**src/scratchpad_pkg.sv**
```systemverilog
/*
  Width constants and request/response words shared by the scratchpad RTL.
  Depth must stay a power of two so every address maps to a word.
*/

`default_nettype none

package scratchpad_pkg;

  // Memory geometry
  localparam int data_width    = 8;
  localparam int memory_depth  = 16;
  localparam int address_width = $clog2(memory_depth);

  // One client request, as carried by req and by the RAM port
  typedef struct packed {
    logic                     write;
    logic [address_width-1:0] address;
    logic [data_width-1:0]    write_data;
  } scratch_request_t;

  // Returned with ack
  // Holds the last read value after a write
  typedef struct packed {
    logic [data_width-1:0] read_data;
  } scratch_response_t;

endpackage

`default_nettype wire

```
**src/true_dual_port_ram.sv**
```systemverilog
/*
  Two read-write ports on one clock, no reset on the array.
  Same-address writes in one cycle keep port 1's data.
  READ_LATENCY 1 gives read-first registered reads, held while idle.
  READ_LATENCY 0 reads the array combinationally.
*/

`timescale 1ns/100ps
`default_nettype none

module true_dual_port_ram
  import scratchpad_pkg::*;
#(
  parameter int READ_LATENCY = 1
) (
  input  wire logic                  port_0_clock,
  // First port
  input  wire logic                  port_0_access_enable,
  input  wire scratch_request_t      port_0_request,
  output logic      [data_width-1:0] port_0_read_data,
  // Second port
  input  wire logic                  port_1_access_enable,
  input  wire scratch_request_t      port_1_request,
  output logic      [data_width-1:0] port_1_read_data
);

  // Storage
  logic [data_width-1:0] memory [memory_depth];

  // Write strobes from the request's write flag
  logic port_0_write_enable;
  logic port_1_write_enable;

  assign port_0_write_enable = port_0_access_enable & port_0_request.write;
  assign port_1_write_enable = port_1_access_enable & port_1_request.write;

  // Both writes in one block
  // Port 1 comes last so it wins a same-address collision
  always_ff @(posedge port_0_clock) begin
    if (port_0_write_enable) begin
      memory[port_0_request.address] <= port_0_request.write_data;
    end
    if (port_1_write_enable) begin
      memory[port_1_request.address] <= port_1_request.write_data;
    end
  end

  if (READ_LATENCY != 0) begin : registered_read
    logic port_0_read_enable;
    logic port_1_read_enable;

    assign port_0_read_enable = port_0_access_enable & ~port_0_request.write;
    assign port_1_read_enable = port_1_access_enable & ~port_1_request.write;

    // Samples the array before this edge's writes land, so read-first
    always_ff @(posedge port_0_clock) begin
      if (port_0_read_enable) begin
        port_0_read_data <= memory[port_0_request.address];
      end
      if (port_1_read_enable) begin
        port_1_read_data <= memory[port_1_request.address];
      end
    end
  end else begin : combinational_read
    // Straight from the array at the current address
    assign port_0_read_data = memory[port_0_request.address];
    assign port_1_read_data = memory[port_1_request.address];
  end

endmodule

`default_nettype wire

```
**src/access_port_controller.sv**
```systemverilog
/*
  Turns one four-phase req/ack handshake into one RAM access.
  Client must hold request stable while req is high.
  Ack stays high until req is seen low; no new access before that.
  Response updates only on reads.
*/

`timescale 1ns/100ps
`default_nettype none

module access_port_controller
  import scratchpad_pkg::*;
#(
  parameter int READ_LATENCY = 1
) (
  input  wire logic                  port_0_clock,
  input  wire logic                  rst,
  // Client side
  input  wire logic                  req,
  input  wire scratch_request_t      request,
  output logic                       ack,
  output scratch_response_t          response,
  // RAM side
  output logic                       access_enable,
  output scratch_request_t           ram_request,
  input  wire logic [data_width-1:0] read_data
);

  typedef enum logic [1:0] {
    state_idle,
    state_access,
    state_wait,
    state_acknowledge
  } state_t;

  state_t           state;
  scratch_request_t held_request;
  logic             capture;

  // Read data is valid one cycle after access for latency 1,
  // during access itself for latency 0
  assign capture = (state == state_wait) ||
                   ((state == state_access) && (READ_LATENCY == 0));

  // Handshake sequencing
  always_ff @(posedge port_0_clock) begin
    if (rst) begin
      state <= state_idle;
    end else begin
      case (state)
        state_idle: begin
          if (req) begin
            state <= state_access;
          end
        end
        state_access: begin
          // Skip the wait state when reads are combinational
          state <= (READ_LATENCY == 0) ? state_acknowledge : state_wait;
        end
        state_wait: begin
          state <= state_acknowledge;
        end
        state_acknowledge: begin
          // Hold until the client drops req
          if (!req) begin
            state <= state_idle;
          end
        end
        default: state <= state_idle;
      endcase
    end
  end

  // Latch the request on acceptance
  always_ff @(posedge port_0_clock) begin
    if ((state == state_idle) && req) begin
      held_request <= request;
    end
  end

  // Ack and response registers
  always_ff @(posedge port_0_clock) begin
    if (rst) begin
      ack      <= 1'b0;
      response <= '0;
    end else begin
      if (capture) begin
        ack <= 1'b1;
        if (!held_request.write) begin
          response.read_data <= read_data;
        end
      end else if ((state == state_acknowledge) && !req) begin
        ack <= 1'b0;
      end
    end
  end

  // Exactly one cycle of RAM activity per handshake
  assign access_enable = (state == state_access);
  assign ram_request   = held_request;

endmodule

`default_nettype wire

```
**src/shared_scratchpad.sv**
```systemverilog
/*
  Two client ports sharing one dual-port scratchpad on a single clock.
  Ports are independent except for same-cycle collisions:
  port 1 wins a write-write, a read racing a write sees the old data.
*/

`timescale 1ns/100ps
`default_nettype none

module shared_scratchpad
  import scratchpad_pkg::*;
#(
  parameter int READ_LATENCY = 1
) (
  input  wire logic              port_0_clock,
  input  wire logic              rst,
  // Client 0
  input  wire logic              port_0_req,
  input  wire scratch_request_t  port_0_request,
  output logic                   port_0_ack,
  output scratch_response_t      port_0_response,
  // Client 1
  input  wire logic              port_1_req,
  input  wire scratch_request_t  port_1_request,
  output logic                   port_1_ack,
  output scratch_response_t      port_1_response
);

  // Controller to RAM links
  logic                  port_0_access_enable;
  logic                  port_1_access_enable;
  scratch_request_t      port_0_ram_request;
  scratch_request_t      port_1_ram_request;
  logic [data_width-1:0] port_0_read_data;
  logic [data_width-1:0] port_1_read_data;

  access_port_controller #(.READ_LATENCY(READ_LATENCY)) port_0_controller (
    .port_0_clock  (port_0_clock),
    .rst           (rst),
    .req           (port_0_req),
    .request       (port_0_request),
    .ack           (port_0_ack),
    .response      (port_0_response),
    .access_enable (port_0_access_enable),
    .ram_request   (port_0_ram_request),
    .read_data     (port_0_read_data)
  );

  access_port_controller #(.READ_LATENCY(READ_LATENCY)) port_1_controller (
    .port_0_clock  (port_0_clock),
    .rst           (rst),
    .req           (port_1_req),
    .request       (port_1_request),
    .ack           (port_1_ack),
    .response      (port_1_response),
    .access_enable (port_1_access_enable),
    .ram_request   (port_1_ram_request),
    .read_data     (port_1_read_data)
  );

  // Shared storage
  true_dual_port_ram #(.READ_LATENCY(READ_LATENCY)) memory (
    .port_0_clock         (port_0_clock),
    .port_0_access_enable (port_0_access_enable),
    .port_0_request       (port_0_ram_request),
    .port_0_read_data     (port_0_read_data),
    .port_1_access_enable (port_1_access_enable),
    .port_1_request       (port_1_ram_request),
    .port_1_read_data     (port_1_read_data)
  );

endmodule

`default_nettype wire

```
**config.mk**
```make
export PLATFORM = sky130hd
export DESIGN_NAME = shared_scratchpad
export DESIGN_NICKNAME = d
export VERILOG_FILES = /design/src/scratchpad_pkg.sv /design/src/true_dual_port_ram.sv /design/src/access_port_controller.sv /design/src/shared_scratchpad.sv
export SDC_FILE = /design/constraint.sdc
export NUM_CORES = 1
export LEC_CHECK = 0
export ABC_AREA = 1
export BUFFER_PORTS_ARGS = -buffer_cell sky130_fd_sc_hd__buf_2
export CAP_MARGIN = 20
export CORE_UTILIZATION = 40
export DETAILED_ROUTE_END_ITERATION = 6
export GPL_ROUTABILITY_DRIVEN = 1
export PLACE_DENSITY_LB_ADDON = 0.25
export SETUP_SLACK_MARGIN = 0.2
export SYNTH_ARGS = -nofsm -noshare
export SYNTH_HDL_FRONTEND = slang
export SYNTH_SLANG_ARGS = --single-unit
export TNS_END_PERCENT = 100
```
**constraint.sdc**
```tcl
create_clock -name port_0_clock -period 2.7 [get_ports port_0_clock]
set_input_delay 0.27 -clock port_0_clock [delete_from_list [all_inputs] [get_ports port_0_clock]]
set_output_delay 0.27 -clock port_0_clock [all_outputs]
set_load 0.01 [all_outputs]
```
After elaboration in Yosys (flattened, before gate mapping)
Memories as Yosys holds them, arrays and structs flattened. A register that Yosys moved wholly into a read port is not among the register bits.
Index checks and enable logic that the tools add are counted.
Widths: inputs -> output; s select.
- register bits after elaboration: 48
- memory bits (writable): 128
- bits of input ports: 30
- output and inout port bits: 18
- word-level logic and storage cells: 57
- memories kept: 1
- equal/unequal tests: 10
- multiplexer cells: 14
- bitwise operators: 6
- reductions and logical operators: 14
- memory list (name ; depth ; width ; rd ports ; clocked after Yosys merged registers in ; write ports ; line ; source):
    memory.memory ; 16 ; 8 ; 2 ; 2 ; 2 ; true_dual_port_ram.sv:28 ; logic [data_width-1:0] memory [memory_depth];
- operator list (operator ; number):
    $pmux 2 s4 ; 2
    $eq 2x2->1 const B ; 4
    $mux 1 ; 8
    $mux 2 ; 4
    $ne 2x2->1 const B ; 4
    $reduce_and 2->1 ; 4
    $and 1x1->1 ; 4
    $eq 2x1->1 const B ; 2
    $logic_and 1x1->1 ; 4
    $logic_not 2->1 ; 2
    $reduce_bool 2->1 ; 2
    $logic_not 1->1 ; 2
    $not 1->1 ; 2

Longest topological paths before layout
Gate-level depths: netlist (run 1).
- word-level depth: 4
- mapped depth: 11
- mapped depth without buffers: 9

Cells and area by module
A second synthesis (run 1) with hierarchy kept.
- cell total of the unflattened synthesis: 1445
- area, all modules: 10664.0 um2
- modules (own cells, without submodules) (module ; times used ; cells an instance ; area each (um2) ; seq. area each (um2)):
    true_dual_port_ram ; 1 ; 1281 ; 8864.8 ; 4324.1
    access_port_controller ; 2 ; 82 ; 899.6 ; 610.6

Worst setup path after synthesis (run 1)
OpenSTA, ideal clock, no wires.
- kind: flip-flop to flip-flop
- start point: register port_0_controller.held_request (netlist bit port_0_controller.ram_request[8])
- end point: memory memory.memory[0][0] (enable)
- setup time: 0.384 ns
- arrival time: 1.705 ns
- required time: 2.316 ns
- path slack: 0.611 ns
- stages on the path, launching flop included: 6
- buffers on the path: 2
- clock period less this slack: 2.089 ns
- cells stage by stage: edfxtp_1 -> inv_1 -> buf_2 -> buf_1 -> nand2_1 -> o21ai_0
- RTL lines (element ; line ; source):
    start, declared ; access_port_controller.sv:37 ; scratch_request_t held_request;
    start signal, assigned ; access_port_controller.sv:77 ; held_request <= request;
    end, declared ; true_dual_port_ram.sv:28 ;

==> results of run 1 <==
metrics by stage:
step / setup slack [ps] / hold WS (ps) / cell area (um2)
floorplan: 611 / 339 / 10500
global placement: 438 / 447 / 11200
detailed placement: 363 / 448 / 11200
CTS: 338 / 0.0829 / 12000
global route: 156 / 20.5 / 12100
finish: 330 / 33.5 / 12100
area by class of cell:
type | instances | area, um2 | share of cell area, %
clock buffers | 17 | 425 | 3.53
multi-input cells | 1082 | 4390 | 36.4
flip-flops and latches | 192 | 5550 | 46.0
well taps | 335 | 419 | 3.48
inverters | 68 | 255 | 2.12
clock inverters | 15 | 178 | 1.47
repair buffers | 119 | 836 | 6.94
routing by layer:
metal | track usage [%] | vias to the layer above
met5 | 0 | -
met4 | 10.1 | 0
met3 | 4.95 | 75
met2 | 39.9 | 475
met1 | 33.3 | 4301
li1 | - | 4611
worst max-delay path by stage:
stage / startpoint / cells past startpoint / to / slack, ps
after floorplan: port_0_controller.ram_request[8] / 5 / memory.memory[0][0] / 610
after global placement: port_1_controller.state[1] / 7 / memory.memory[2][4] / 440
after detailed placement: port_1_controller.state[1] / 7 / memory.memory[2][5] / 360
after CTS: port_1_controller.state[1] / 7 / memory.memory[2][5] / 340
after global routing: port_1_controller.state[1] / 7 / memory.memory[6][0] / 160
final: port_1_controller.state[1] / 7 / memory.memory[6][5] / 330
critical path: stages, from the launching register on:
cell	delay [ps]
dfxtp_1	340
inv_1	120
ha_1	200
nand2_1	200
nor3_2	440
nand2_1	400
o21ai_0	180
buf_4	200
cell usage after synthesis:
master / count / area share (%)
inv_1: 64 / 2.3
a21oi_1: 4 / 0.19
buf_2: 12 / 0.57
buf_1: 25 / 0.89
nor2_1: 44 / 1.6
nand2_1: 852 / 30
nor3_1: 2 / 0.095
o21ai_0: 149 / 7.1
clkbuf_1: 51 / 1.8
ha_1: 10 / 1.2
nor3_2: 4 / 0.38
dfxtp_1: 22 / 4.2
edfxtp_1: 170 / 48
clkinv_1: 2 / 0.071
inv_2: 2 / 0.071
o21ai_1: 17 / 0.81
cell families (layout without fill, tap and decap cells):
group | Yosys count | in the layout | share of synthesized area [%]
AO/OA/AOI/OAI | 170 | 170 | 8.08
adder cells (fa/ha/maj) | 10 | 10 | 1.19
buffers and inverters | 156 | 219 | 5.70
flip-flops | 192 | 192 | 52.6
AND/OR/NAND/NOR | 902 | 902 | 32.4
sequential cells by signal (all words and copies together) (netlist names):
name / flops
port_0_controller.ack: 1
port_1_controller.ack: 1
port_1_controller.response: 8
port_0_controller.ram_request: 13
port_0_controller.state: 2
memory.memory: 128
port_1_controller.ram_request: 13
port_0_controller.response: 8
port_1_controller.state: 2
memory.port_0_read_data: 8
memory.port_1_read_data: 8
power by group:
group          leakage (nW)  total [mW]  internal, mW  switching, mW
Combinational          3.76        2.94         0.866           2.07
Clock                 0.291        2.58          1.26           1.32
Sequential             1.73        4.14          3.76          0.377
repair_timing:
item	4_1_cts	5_1_grt
hold endpoints to repair	25	1
endpoints found under the setup margin	0	24
gates resized for setup	0	1
hold buffers	24	1
==> flow_summary.yaml, run 1 <==
global_route:
  grt_usage_pct: 25.1
  grt_pass1_vias: 8907
  grt_antenna_before_repair: 0
  grt_pass1_wl_um: 49800
  grt.overflow.total: 0
  grt_max_degree: 49
floorplanning:
  start_util_pct: 40.7
  fp.coreArea_um2: 25900
  dieArea_um2: 27000
  dieHeight_um: 164
  ios: 48
  die_w_um: 164
  num_rows: 59
placed_design:
  post-dp-hpwl_um: 21400
  gp_congestion: 0.944
  dp.cells: 1770
  portBuffers: 47
layout:
  mostFrequentLayoutCells: "nand2_1, edfxtp_1, o21ai_0"
  n_fill_cell: 2553
  antennaDiodeCount: 0
  fin_util_pct: 46.5
  drive_gt1_share_pct: 8.98
  instances_no_fill: 1828
  fin_nets: 1520
  area_delta_synth_final_pct: 14.4
  layout_commonest_cell: "nand2_1"
worst_setup_path:
  end_kind: "flop"
  cp_max_fo: 17
  worstPathArrival_ps: 2530
  r2r-end: "memory.memory[6][5]"
  path_class: "flop to flop"
  critPathLaunchType: "flop"
  reg2reg_slack_ps: 330
  crit_required_ps: 2860
  r2r-start: "port_1_controller.state[1]"
  r2r_cells: 7
worst_hold_path:
  hold_depth: 1
  worstHoldEndpoint: "port_1_controller.ram_request[8]"
  hp-start: "port_1_request[8]"
  min_path_type: "input port to flop"
clock_tree:
  cts_setup_buffers: 0
  cts_max_level: 4
  cts.sinks: 192
  numCtsBuffers: 17
  max-clock-path-buffers: 2
  insertion_delay_ps: 450
  cts_tree: "yes"
  cts-root-buf: "clkbuf_16"
  clk_pin_slew_ps: 80
detailed_routing:
  via_count: 9462
  highest_layer: "met4"
  drt-wirelength-per-cell_um: 17.7
  postRouteAntennaNets: 0
  dr.pass1.iters: 6
  drc: 0
  first_iter_violations: 1131
  drt-met1-wl_um: 13700
  wl_met2_um: 14800
  wl_met3_um: 2830
  totalWireLength_um: 32400
  vias_per_cell: 5.18
sta:
  finalCritPeriodShare_pct: 87.8
  hold_viol: 0
  final.min_clock_period_ps: 2370
  slew_headroom_pct: 31.6
  finalSetupTns_ps: 0
  finalSetupViolations: 0
  max_freq_mhz: 422
  max_slew.worst_pin.slew_ps: 1020
  fin_skew_ps: 13.8
  rsz0062_at_grt: "yes"
  drv_slew: 0
power_and_ir_drop:
  power_density_nw_per_um2: 801
  vdd_drop_max_mv: 0.583
  p_leak_nw: 5.78
  power.total_mw: 9.66
logic_synthesis:
  yosysUniqueCellTypes: 16
  syn_avg_cell_area_um2: 7.37
  synth_warnings: 0
  netlist_area_um2: 10500
  syn_inst: 1430
  syn-num-nets: 1470
  synth_seq_cells: 192
  yosysSeqAreaShare_pct: 52.6
status:
  status: "complete, no violations"
flow_run:
  drv_cap: 0
Power figures use the tool's default switching activity.
==> run 2: changes to the inputs <==
Settings changed: CORE_ASPECT_RATIO from default to 1.4.
==> flow_summary.yaml, run 2 (same netlist as run 1, synthesis figures left out) <==
worst_setup_path:
  r2r-end: "memory.memory[6][2]"
  slowest_stage: "edfxtp_1"
  end_kind: "flop"
  crit_required_ps: 2860
  reg2reg_slack_ps: 440
  r2r-start: "port_1_controller.ram_request[9]"
  cp_max_fo: 17
  crit_chain: "inv_2 > nor3_2 > nand2_1 > o21ai_0 > buf_4"
  worstPathArrival_ps: 2420
  critical-path-max-stage-delay_ps: 650
  critPathLaunchType: "flop"
  path_class: "flop to flop"
  r2r_cells: 5
sta:
  finalSetupTns_ps: 0
  max_freq_mhz: 442
  hold_viol: 0
  fin_skew_ps: 13.1
  fin_ws_ps: 440
  holdWs_ps: 11.9
  finalSetupViolations: 0
  drv_slew: 0
  rsz0062_at_grt: "no"
  final.min_clock_period_ps: 2260
  max_slew.worst_pin.slew_ps: 1020
  slew_headroom_pct: 32.1
  finalCritPeriodShare_pct: 83.7
placed_design:
  post_dp_cell_area_um2: 11200
  preCtsSetupSlack_ps: 348
  portBuffers: 47
  post-dp-hpwl_um: 21100
  gp_congestion: 0.934
layout:
  antennaDiodeCount: 0
  n_fill_cell: 2477
  regMostFlops: "memory.memory"
  multi_input_area_um2: 4390
  stdcell_area_um2: 12000
  area_delta_synth_final_pct: 14.1
  regArea_um2: 5550
  mostFrequentLayoutCells: "nand2_1, edfxtp_1, o21ai_0"
  drive_gt1_share_pct: 9.10
  fin_nets: 1521
  layout_commonest_cell: "nand2_1"
  largest_reg_flops: 128
worst_hold_path:
  hp-start: "port_0_request[9]"
  worstHoldEndpoint: "port_0_controller.ram_request[9]"
  hold_depth: 1
  min_path_type: "input port to flop"
power_and_ir_drop:
  power_density_nw_per_um2: 796
  vdd_drop_max_mv: 0.474
  power.total_mw: 9.56
  p_leak_nw: 5.79
clock_tree:
  cts.sinks: 192
  clk_pin_slew_ps: 80
  cts_max_level: 4
  cts-root-buf: "clkbuf_16"
  insertion_delay_ps: 450
  max-clock-path-buffers: 2
  numCtsBuffers: 17
  cts_tree: "yes"
  ctsResizeCount: 0
global_route:
  grt_antenna_before_repair: 0
  grt_usage_pct: 24.1
  grt.overflow.total: 0
  grt_pass1_wl_um: 48300
  grt_max_degree: 66
  grt_pass1_vias: 8662
floorplanning:
  dieHeight_um: 194
  dieArea_um2: 27000
  ios: 48
  fp.coreArea_um2: 25600
  num_rows: 69
  start_util_pct: 41.1
  die_w_um: 139
status:
  status: "finished, violations left"
  violations: "DRC"
detailed_routing:
  dr.pass1.iters: 7
  drc: 5
  vias_per_cell: 5.15
  postRouteAntennaNets: 0
  totalWireLength_um: 31500
  first_iter_violations: 989
  via_count: 9330
  drt-wirelength-per-cell_um: 17.4
flow_run:
  drv_cap: 0
-- run 2: critical path: cells and delay by family (launching register included) --
| family | cells | cell delay (ps) |
|---|---|---|
| buf+inv | 2 | 320 |
| compound gates | 1 | 200 |
| simple gates | 2 | 790 |
| flops | 1 | 650 |
-- run 2: worst max-delay path by stage --
stage                                                start                   end
after detailed placement        port_0_controller.state[1]  memory.memory[15][0]
after global placement          port_0_controller.state[1]  memory.memory[14][5]
after global routing            port_1_controller.state[1]   memory.memory[6][2]
final                     port_1_controller.ram_request[9]   memory.memory[6][2]
after floorplan           port_0_controller.ram_request[8]   memory.memory[0][0]
after CTS                       port_0_controller.state[1]  memory.memory[15][5]
-- run 2: routing by layer --
layer	GRT usage [%]	share of wire (%)
met2	40.6	49
met1	30.1	40
met5	0	0
met4	13.1	4.9
met3	2.79	6.8
-- run 2: report_power, final --
| part | leakage, nW | total [mW] | internal [mW] | switching (mW) |
|---|---|---|---|---|
| Clock | 0.295 | 2.54 | 1.29 | 1.25 |
| Sequential | 1.73 | 4.13 | 3.76 | 0.372 |
| Combinational | 3.77 | 2.88 | 0.873 | 2.01 |
-- run 2: final cells by class --
class | instances | share of cell area [%]
clock buffers | 19 | 3.78
clock inverters | 13 | 1.16
inverters | 68 | 2.12
multi-input cells | 1082 | 36.5
flip-flops and latches | 192 | 46.2
well taps | 319 | 3.32
repair buffers | 120 | 6.94
-- run 2: what timing repair did --
item,in CTS,in global routing
hold buffers,22,0
endpoints found under the setup margin,0,0
hold endpoints to repair,22,0
buffers inserted,0,0
-- run 2: stage by stage --
step           util [%]  instances
6_report           46.9       1813
5_1_grt            46.9       1813
4_1_cts            46.8       1811
3_5_place_dp       43.6       1757
3_3_place_gp       43.6       1757
2_1_floorplan         -       1430
